`src/hdl/cp0_settings.svh`:
```
/*
 * CP0 settings
 * Widths, register numbers, exception type and code values, reset constants
 */
`ifndef CP0_SETTINGS_SVH
`define CP0_SETTINGS_SVH

`define CP0_WORD_W      32
`define CP0_REGNUM_W    5
`define CP0_EXCTYPE_W   4
`define CP0_HWINT_W     6
`define CP0_PADDR_W     7   // Register number in paddr[6:2]

// Register numbers
`define CP0_BADVADDR    5'd8
`define CP0_COUNT       5'd9
`define CP0_COMPARE     5'd11
`define CP0_STATUS      5'd12
`define CP0_CAUSE       5'd13
`define CP0_EPC         5'd14
`define CP0_PRID        5'd15

// Exception types from the pipeline
`define EXCT_INTR       4'd1
`define EXCT_CPU        4'd2
`define EXCT_RI         4'd3
`define EXCT_OV         4'd4
`define EXCT_TRAP       4'd5
`define EXCT_SYSC       4'd6
`define EXCT_BP         4'd7
`define EXCT_ADEL       4'd8
`define EXCT_ADES       4'd9
`define EXCT_ERET       4'd10

// Cause ExcCode values
`define EXCC_INTR       5'd0
`define EXCC_ADEL       5'd4
`define EXCC_ADES       5'd5
`define EXCC_SYSC       5'd8
`define EXCC_BP         5'd9
`define EXCC_RI         5'd10
`define EXCC_CPU        5'd11
`define EXCC_OV         5'd12
`define EXCC_TR         5'd13

`define STATUS_RST      32'h0040_0004   // BEV and ERL set
`define PRID_VALUE      32'h0001_8000
`define STATUS_WMASK    32'h1040_FF17   // CU0, BEV, IM, UM, ERL, EXL, IE

`endif
```
`src/hdl/cp0Pkg.sv`:
```
/*
 * CP0 package
 * Vector types shared by the register units, the APB port and the testbench
 */
`include "cp0_settings.svh"

package cp0Pkg;

    // Data word, also used for addresses
    typedef logic [`CP0_WORD_W-1:0] wordT;

    // CP0 register number
    typedef logic [`CP0_REGNUM_W-1:0] regNumT;

    // Exception type as signalled by the pipeline
    typedef logic [`CP0_EXCTYPE_W-1:0] excTypeT;

    // Cause.ExcCode field
    typedef logic [4:0] excCodeT;

    // Hardware interrupt lines, map onto Cause.IP[7:2]
    typedef logic [`CP0_HWINT_W-1:0] hwIntT;

    // Coprocessor number for CpU
    typedef logic [1:0] cpNumT;

endpackage

```
`src/hdl/cp0RegBus.sv`:
```
/*
 * CP0 register bus
 * One register access channel from the APB port to a register unit
 */
`timescale 1ns/10ps

interface cp0RegBus import cp0Pkg::*; ();

    regNumT regNum;
    logic   wrEn;    // Access cycle of a write
    wordT   wrData;
    wordT   rdData;  // Zero when not our register
    logic   hit;

    modport master (
        output regNum, wrEn, wrData,
        input  rdData, hit
    );

    modport target (
        input  regNum, wrEn, wrData,
        output rdData, hit
    );

endinterface

```
`src/hdl/cp0Top.sv`:
```
/*
 * CP0 top level
 * APB register port in front of the exception and timer units
 */
`timescale 1ns/10ps
`include "cp0_settings.svh"

module cp0Top import cp0Pkg::*; (
    input  logic                    clk,
    input  logic                    rst,

    // APB slave
    input  logic                    psel_i,
    input  logic                    penable_i,
    input  logic                    pwrite_i,
    input  logic [`CP0_PADDR_W-1:0] paddr_i,
    input  wordT                    pwdata_i,
    output wordT                    prdata_o,
    output logic                    pready_o,
    output logic                    pslverr_o,

    // Pipeline side
    input  logic                    exc_valid_i,
    input  excTypeT                 exc_type_i,
    input  wordT                    pc_i,
    input  wordT                    bad_addr_i,
    input  logic                    in_slot_i,
    input  cpNumT                   cp_num_i,
    input  hwIntT                   int_i,

    output wordT                    status_o,
    output wordT                    cause_o,
    output wordT                    epc_o,
    output logic                    usermode_o,
    output logic                    timer_int_o
);

    cp0RegBus excBus ();
    cp0RegBus timerBus ();

    apbRegPort apbPort (
        .clk       (clk),
        .rst       (rst),
        .psel_i    (psel_i),
        .penable_i (penable_i),
        .pwrite_i  (pwrite_i),
        .paddr_i   (paddr_i),
        .pwdata_i  (pwdata_i),
        .prdata_o  (prdata_o),
        .pready_o  (pready_o),
        .pslverr_o (pslverr_o),
        .excBus    (excBus.master),
        .timerBus  (timerBus.master)
    );

    excUnit exc (
        .clk         (clk),
        .rst         (rst),
        .regBus      (excBus.target),
        .exc_valid_i (exc_valid_i),
        .exc_type_i  (exc_type_i),
        .pc_i        (pc_i),
        .bad_addr_i  (bad_addr_i),
        .in_slot_i   (in_slot_i),
        .cp_num_i    (cp_num_i),
        .int_i       (int_i),
        .status_o    (status_o),
        .cause_o     (cause_o),
        .epc_o       (epc_o),
        .usermode_o  (usermode_o)
    );

    timerUnit timer (
        .clk         (clk),
        .rst         (rst),
        .regBus      (timerBus.target),
        .timer_int_o (timer_int_o)
    );

endmodule

```
`src/hdl/timerUnit.sv`:
```
/*
 * CP0 timer unit
 * Count and Compare registers with the timer interrupt
 */
`timescale 1ns/10ps
`include "cp0_settings.svh"

module timerUnit import cp0Pkg::*; (
    input  logic     clk,
    input  logic     rst,
    cp0RegBus.target regBus,
    output logic     timer_int_o
);

    wordT count;
    wordT compare;
    logic countWrite;
    logic compareWrite;
    logic match;

    assign countWrite   = regBus.wrEn & (regBus.regNum == `CP0_COUNT);
    assign compareWrite = regBus.wrEn & (regBus.regNum == `CP0_COMPARE);
    assign match        = (compare != '0) && (count == compare);

    always_ff @(posedge clk or posedge rst) begin
        if (rst) begin
            count       <= '0;
            compare     <= '0;
            timer_int_o <= 1'b0;
        end else begin
            // A written value replaces this cycle's increment
            count <= countWrite ? regBus.wrData : count + 32'd1;

            if (compareWrite) begin
                compare     <= regBus.wrData;
                timer_int_o <= 1'b0;  // Acknowledge
            end else if (match) begin
                timer_int_o <= 1'b1;
            end
        end
    end

    always_comb begin
        regBus.hit    = 1'b1;
        regBus.rdData = '0;
        case (regBus.regNum)
            `CP0_COUNT:   regBus.rdData = count;
            `CP0_COMPARE: regBus.rdData = compare;
            default:      regBus.hit    = 1'b0;
        endcase
    end

endmodule

```
`src/hdl/excUnit.sv`:
```
/*
 * CP0 exception unit
 * Status, Cause, EPC, BadVAddr and PrId, exception entry and ERET
 */
`timescale 1ns/10ps
`include "cp0_settings.svh"

module excUnit import cp0Pkg::*; (
    input  logic     clk,
    input  logic     rst,
    cp0RegBus.target regBus,
    input  logic     exc_valid_i,
    input  excTypeT  exc_type_i,
    input  wordT     pc_i,
    input  wordT     bad_addr_i,
    input  logic     in_slot_i,
    input  cpNumT    cp_num_i,
    input  hwIntT    int_i,
    output wordT     status_o,
    output wordT     cause_o,
    output wordT     epc_o,
    output logic     usermode_o
);

    localparam int ExlBit = 1;
    localparam int ErlBit = 2;
    localparam int UmBit  = 4;
    localparam int IvBit  = 23;

    wordT       status;  // Unmasked bits stay zero
    wordT       epc;
    wordT       badVAddr;
    logic       causeBd;
    cpNumT      causeCe;
    logic       causeIv;
    logic [7:0] causeIp;
    excCodeT    causeExcCode;
    wordT       cause;

    logic       excEntry;
    excCodeT    entryCode;
    logic       regWrite;

    assign cause = {
        causeBd,      // 31
        1'b0,
        causeCe,      // 29:28
        4'b0,
        causeIv,      // 23
        7'b0,
        causeIp,      // 15:8
        1'b0,
        causeExcCode, // 6:2
        2'b0
    };

    // Type to ExcCode, ERET and unknown types do not enter
    always_comb begin
        excEntry  = 1'b1;
        entryCode = `EXCC_INTR;
        case (exc_type_i)
            `EXCT_INTR: entryCode = `EXCC_INTR;
            `EXCT_CPU:  entryCode = `EXCC_CPU;
            `EXCT_RI:   entryCode = `EXCC_RI;
            `EXCT_OV:   entryCode = `EXCC_OV;
            `EXCT_TRAP: entryCode = `EXCC_TR;
            `EXCT_SYSC: entryCode = `EXCC_SYSC;
            `EXCT_BP:   entryCode = `EXCC_BP;
            `EXCT_ADEL: entryCode = `EXCC_ADEL;
            `EXCT_ADES: entryCode = `EXCC_ADES;
            default:    excEntry  = 1'b0;
        endcase
    end

    assign regWrite = regBus.wrEn & regBus.hit;

    always_ff @(posedge clk or posedge rst) begin
        if (rst) begin
            status       <= `STATUS_RST;
            epc          <= '0;
            badVAddr     <= '0;
            causeBd      <= 1'b0;
            causeCe      <= '0;
            causeIv      <= 1'b0;
            causeIp      <= '0;
            causeExcCode <= '0;
        end else begin
            causeIp[7:2] <= int_i;  // Sampled every cycle

            if (exc_valid_i) begin  // Wins over a register write
                if (excEntry) begin
                    // Nested exception keeps the first EPC
                    if (!status[ExlBit]) begin
                        epc     <= in_slot_i ? pc_i - 32'd4 : pc_i;
                        causeBd <= in_slot_i;
                    end
                    status[ExlBit] <= 1'b1;
                    causeExcCode   <= entryCode;
                    if (exc_type_i == `EXCT_ADEL || exc_type_i == `EXCT_ADES)
                        badVAddr <= bad_addr_i;
                    if (exc_type_i == `EXCT_CPU)
                        causeCe <= cp_num_i;
                end else if (exc_type_i == `EXCT_ERET) begin
                    status[ExlBit] <= 1'b0;
                end
            end else if (regWrite) begin
                case (regBus.regNum)
                    `CP0_STATUS:   status <= regBus.wrData & `STATUS_WMASK;
                    `CP0_CAUSE: begin
                        causeIv      <= regBus.wrData[IvBit];
                        causeIp[1:0] <= regBus.wrData[9:8];  // Software bits
                    end
                    `CP0_EPC:      epc <= regBus.wrData;
                    `CP0_BADVADDR: badVAddr <= regBus.wrData;
                    default: ;     // PrId is read only
                endcase
            end
        end
    end

    // Read side
    always_comb begin
        regBus.hit    = 1'b1;
        regBus.rdData = '0;
        case (regBus.regNum)
            `CP0_STATUS:   regBus.rdData = status;
            `CP0_CAUSE:    regBus.rdData = cause;
            `CP0_EPC:      regBus.rdData = epc;
            `CP0_BADVADDR: regBus.rdData = badVAddr;
            `CP0_PRID:     regBus.rdData = `PRID_VALUE;
            default:       regBus.hit    = 1'b0;
        endcase
    end

    assign status_o   = status;
    assign cause_o    = cause;
    assign epc_o      = epc;
    assign usermode_o = status[UmBit] & ~(status[ErlBit] | status[ExlBit]);

endmodule

```
`src/hdl/apbRegPort.sv`:
```
/*
 * APB register port
 * Zero-wait-state APB slave, turns transfers into register bus accesses
 * and merges read data and hit flags of the register units
 */
`timescale 1ns/10ps
`include "cp0_settings.svh"

module apbRegPort import cp0Pkg::*; (
    input  logic                    clk,
    input  logic                    rst,
    input  logic                    psel_i,
    input  logic                    penable_i,
    input  logic                    pwrite_i,
    input  logic [`CP0_PADDR_W-1:0] paddr_i,
    input  wordT                    pwdata_i,
    output wordT                    prdata_o,
    output logic                    pready_o,
    output logic                    pslverr_o,
    cp0RegBus.master                excBus,
    cp0RegBus.master                timerBus
);

    logic   setupSeen;
    logic   access;
    regNumT regNum;

    // Setup phase seen last cycle
    always_ff @(posedge clk or posedge rst) begin
        if (rst) begin
            setupSeen <= 1'b0;
        end else begin
            setupSeen <= psel_i & ~penable_i;
        end
    end

    assign access = setupSeen & psel_i & penable_i;
    assign regNum = paddr_i[6:2];  // Word addressed

    assign excBus.regNum   = regNum;
    assign excBus.wrEn     = access & pwrite_i;
    assign excBus.wrData   = pwdata_i;
    assign timerBus.regNum = regNum;
    assign timerBus.wrEn   = access & pwrite_i;
    assign timerBus.wrData = pwdata_i;

    // Units return zero on a miss, so OR is enough
    assign prdata_o  = access ? (excBus.rdData | timerBus.rdData) : '0;
    assign pready_o  = access;
    assign pslverr_o = access & ~(excBus.hit | timerBus.hit);

endmodule

```
`config.mk`:
```
export PLATFORM = sky130hd
export DESIGN_NAME = cp0Top
export DESIGN_NICKNAME = d
export VERILOG_FILES = /design/src/hdl/cp0Pkg.sv /design/src/hdl/cp0RegBus.sv /design/src/hdl/cp0Top.sv /design/src/hdl/timerUnit.sv /design/src/hdl/excUnit.sv /design/src/hdl/apbRegPort.sv
export VERILOG_INCLUDE_DIRS = /design/src /design/src/hdl
export SDC_FILE = /design/constraint.sdc
export NUM_CORES = 1
export LEC_CHECK = 0
export ABC_CLOCK_PERIOD_IN_PS = 5080
export BUFFER_PORTS_ARGS = -buffer_cell sky130_fd_sc_hd__buf_2
export CAP_MARGIN = 20
export CORE_UTILIZATION = 48
export DETAILED_ROUTE_END_ITERATION = 8
export HOLD_SLACK_MARGIN = 0.02
export PLACE_DENSITY_LB_ADDON = 0.3
export SYNTH_ARGS = -nofsm -noshare
export SYNTH_HDL_FRONTEND = slang
export SYNTH_SLANG_ARGS = --single-unit
```
`constraint.sdc`:
```
create_clock -name clk -period 5.08 [get_ports clk]
set_input_delay 1.016 -clock clk [delete_from_list [all_inputs] [get_ports clk]]
set_output_delay 1.016 -clock clk [all_outputs]
set_load 0.01 [all_outputs]
```
==> key figures <==
Run status
  – Outcome: completed

Clocking
  – Worst-skew pair later-pin latency: 0.44 ns
  – CTS max path bufs: 2
  – CTS H-tree depth: 4
  – Setup bufs post-CTS: 0
  – CTS buffer count: 17
  – Clock Root Buffer: clkbuf_16
  – TritonCTS clock tree: built
  – Post-CTS Hold Buffers: 0
  – Clock slew at reported path FFs: 0.06 ns
  – CTS Sinks: 160
  – Post-CTS Resized: 0

GRT
  – Antenna violations before repair: 3
  – Grt ovf: 0
  – Largest net degree at the start of global routing: 161
  – All-layer global routing usage: 0.314
  – Vias in the first global route: 7,987
  – First-pass GRT wire length: ~47 mm

Critical path
  – Critical Path RT: 4.06 ns
  – Crit-path max FO: 30
  – Worst Path Arrival: 3.07 ns
  – Buf/Inv on CP: 3
  – Worst Setup SP: paddr_i[4]
  – Largest delay share family, worst path: buffers and inverters
  – R2R cell count: 5
  – CP Cell Sequence: buf_2 -> nand3b_1 -> nor3b_4 -> buf_4 -> a22oi_1 -> a31oi_1 -> buf_2
  – R2R Setup Slk: 2.51 ns
  – Top cell by count, worst path: buf_2
  – Startpoint type of the worst setup path: input pin
  – Crit end category: output port
  – Slowest library cell on the worst path: nor3b_4
  – Worst R2R Start: exc.status_o[1]
  – Reg-to-Reg End: exc.epc_o[30]
  – CP max stage delay: 0.40 ns
  – WS Path Type: in -> out

Route
  – Post-DRT Antenna Nets: 0
  – Via/cell ratio: 5.99
  – Routed WL per cell: 21.3 microns
  – # DRC: 0
  – DR vias: 8,671
  – DR pass1 iterations: 6
  – Overall routed net length: 30.9 mm
  – Initial DRC Count: between 900 and 1,000

STA
  – Final hold vios: 0
  – Final setup margin: 0.993 ns
  – Fmax: about 240 MHz
  – Max-slew headroom: 0.295
  – Setup TNS: 0 ns
  – WHS: 0.479 ns
  – Skew final: 0.00612 ns
  – RSZ-0062 raised after global routing: false
  – Final period demand of the worst path: around 4.1 ns
  – Final Max Slew Viols: 0
  – Final Setup Violations: 0
  – Worst Tran Pin Value: ~1.1 ns
  – Period utilization: 0.804

Placement
  – I/O Buffers: 217
  – DP HPWL: between 20 and 25 mm
  – Final Wtd Congestion: 0.956
  – Worst slack at placement: around 1.1 ns

Layout
  – Ratio of cells with drive above 1 in the final layout: 0.280
  – NumNets Final: 1,297
  – Multi-input gate area: between 4000 and 5000 sq um
  – Filler Cell Count: between 1,500 and 2,000
  – Register area: between 4000 and 5000 sq um
  – Finished Core Util: 0.589
  – Layout area overhead: 18.9%

Synthesis
  – Most common cell in the synthesized netlist: dfrtp_1
  – Register area share after synthesis: 0.428
  – Async SR Flop Fraction: 1.00
  – Syn Area/Cell: ~9.4 sq um
  – Main flop type after synthesis: dfrtp_1
  – Flops & latches, synth: 160
  – Synthesized instance count: 994
  – Yosys top cell area share: 0.422
  – Synth area leaders: dfrtp_1, mux2_2, a22oi_1, nand2_1, o21ai_0
  – Commonest cells in the netlist: dfrtp_1, nand2_1, o21ai_0
  – Warning count from the yosys run: 0
  – Post-synthesis cell type count: 58
  – Largest area contributor in the netlist: dfrtp_1
  – Post-synth EDFFs: 0
  – Mapped cell area: ~9400 sq um

Hold path
  – WHS Endpoint: exc.badVAddr[5]
  – HP Start: exc.badVAddr[5]
  – Hold depth: 2
  – Hold crit path type: reg -> reg

Power
  – PwrDens: between 300 and 400 nW/um^2
  – NetSw: about 0.0012 W
  – Pint: between 0.002 and 0.003 W
  – Leak Pwr: 5.17 nW
  – Clock power share: 0.352
  – Sequential share of power: 0.462
  – Net Sw Frac: 0.317
  – Gate power share: 0.186
  – IR drop worst, VDD: 0.248 mV

Die
  – Chip width: 142 microns
  – Area of the die: 20,100 sq um
  – Std cell rows: 50
  – Number of I/O pins: 254
  – Initial Util: 0.496
  – Core area: 18,900 sq um
  – Die Height: 142 microns

Job
  – Max_cap viols: 0
layer usage:
metal	routed length, microns	GRT usage	vias up
li1	-	-	3914
met1	13300	0.456	4204
met2	13800	0.462	480
met3	2850	0.0580	71
met4	914	0.121	2
met5	13	0	-
power groups by stage:
stage                     Clock, W  Sequential (W)  Combinational [W]
after floorplan                  0         0.00171           0.000411
after global placement           0         0.00178           0.000686
after detailed placement         0         0.00178           0.000708
after CTS                  0.00135         0.00176           0.000712
after global routing       0.00141         0.00179           0.000788
final                      0.00135         0.00178           0.000712
tightest hold or removal path: cells and delay by family, from the launching register on:
| kind | cells | cell delay, ns |
|---|---|---|
| compound gates | 1 | 0.06 |
| flops | 1 | 0.34 |
| simple gates | 1 | 0.05 |
cell families (layout without fill, tap and decap cells):
family,count (synthesis),after routing,share of synthesized area
adders and majority gates,2,2,0.00267
xor gates and xnor gates,82,82,0.0767
other,1,36,0.000400
muxes,76,76,0.0882
and+or+nand+nor,300,300,0.161
buffers and inverters,118,277,0.0684
AOI/OAI and AO/OA,255,255,0.175
DFF,160,160,0.428
sequential cells by signal, indices dropped and copies added, names as in the netlist:
name               flops
exc.badVAddr          32
exc.epc_o             32
timer.compare         32
timer.count           32
exc.status_o          14
exc.causeIp            8
exc.causeExcCode       4
exc.causeCe            2
apbPort.setupSeen      1
exc.causeBd            1
exc.causeIv            1
timer.timer_int_o      1
stage by stage:
stage                     power, W  cell area [sq um]  instances
final                      0.00384              11100       1448
after floorplan            0.00212               9490       1027
after detailed placement   0.00248              10500       1413
after global routing       0.00399              11100       1448
after CTS                  0.00382              11100       1445
after global placement     0.00246              10500       1413
worst max path at each step:
| stage | cells past startpoint | endpoint | slack (ns) |
|---|---|---|---|
| after floorplan | 6 | prdata_o[10] | 1.52 |
| after global placement | 7 | prdata_o[31] | 1.07 |
| after detailed placement | 7 | prdata_o[29] | 1.08 |
| after CTS | 7 | prdata_o[29] | 1.07 |
| after global routing | 7 | prdata_o[31] | 0.91 |
| final | 7 | prdata_o[31] | 0.99 |
final cells by class:
| cell class | count | share of cell area |
|---|---|---|
| clock inverter | 9 | 0.0116 |
| inverter | 13 | 0.00472 |
| clock buffer | 23 | 0.0438 |
| sequential | 160 | 0.360 |
| tap | 260 | 0.0292 |
| timing repair buffer | 232 | 0.109 |
| antenna | 2 | 0.000449 |
| multi-input combinational | 749 | 0.441 |
cells in the final DEF, fill, tap and decap left out, types with 3 or more instances in the layout:
cell	count
buf_2	217
dfrtp_1	158
nand2_1	132
o21ai_0	82
a22oi_1	71
mux2_2	52
xnor2_1	42
xor2_1	40
nor2_1	35
a21oi_1	35
conb_1	34
nor4_1	25
mux2i_1	24
nor3_1	21
a31oi_1	18
nand4_1	17
clkbuf_16	17
nand3_1	15
buf_4	13
inv_1	12
o221ai_1	10
a21boi_0	10
or4_1	7
a21o_1	6
nor2b_1	6
o31ai_1	6
nand3b_1	5
and4_1	5
nand2b_1	4
or3_1	4
a311oi_1	4
clkbuf_8	4
or4b_1	3
and3_1	3
clkinvlp_4	3
clkinv_2	3
bufinv_16	3
No activity file was read; power rests on OpenSTA's default activity.
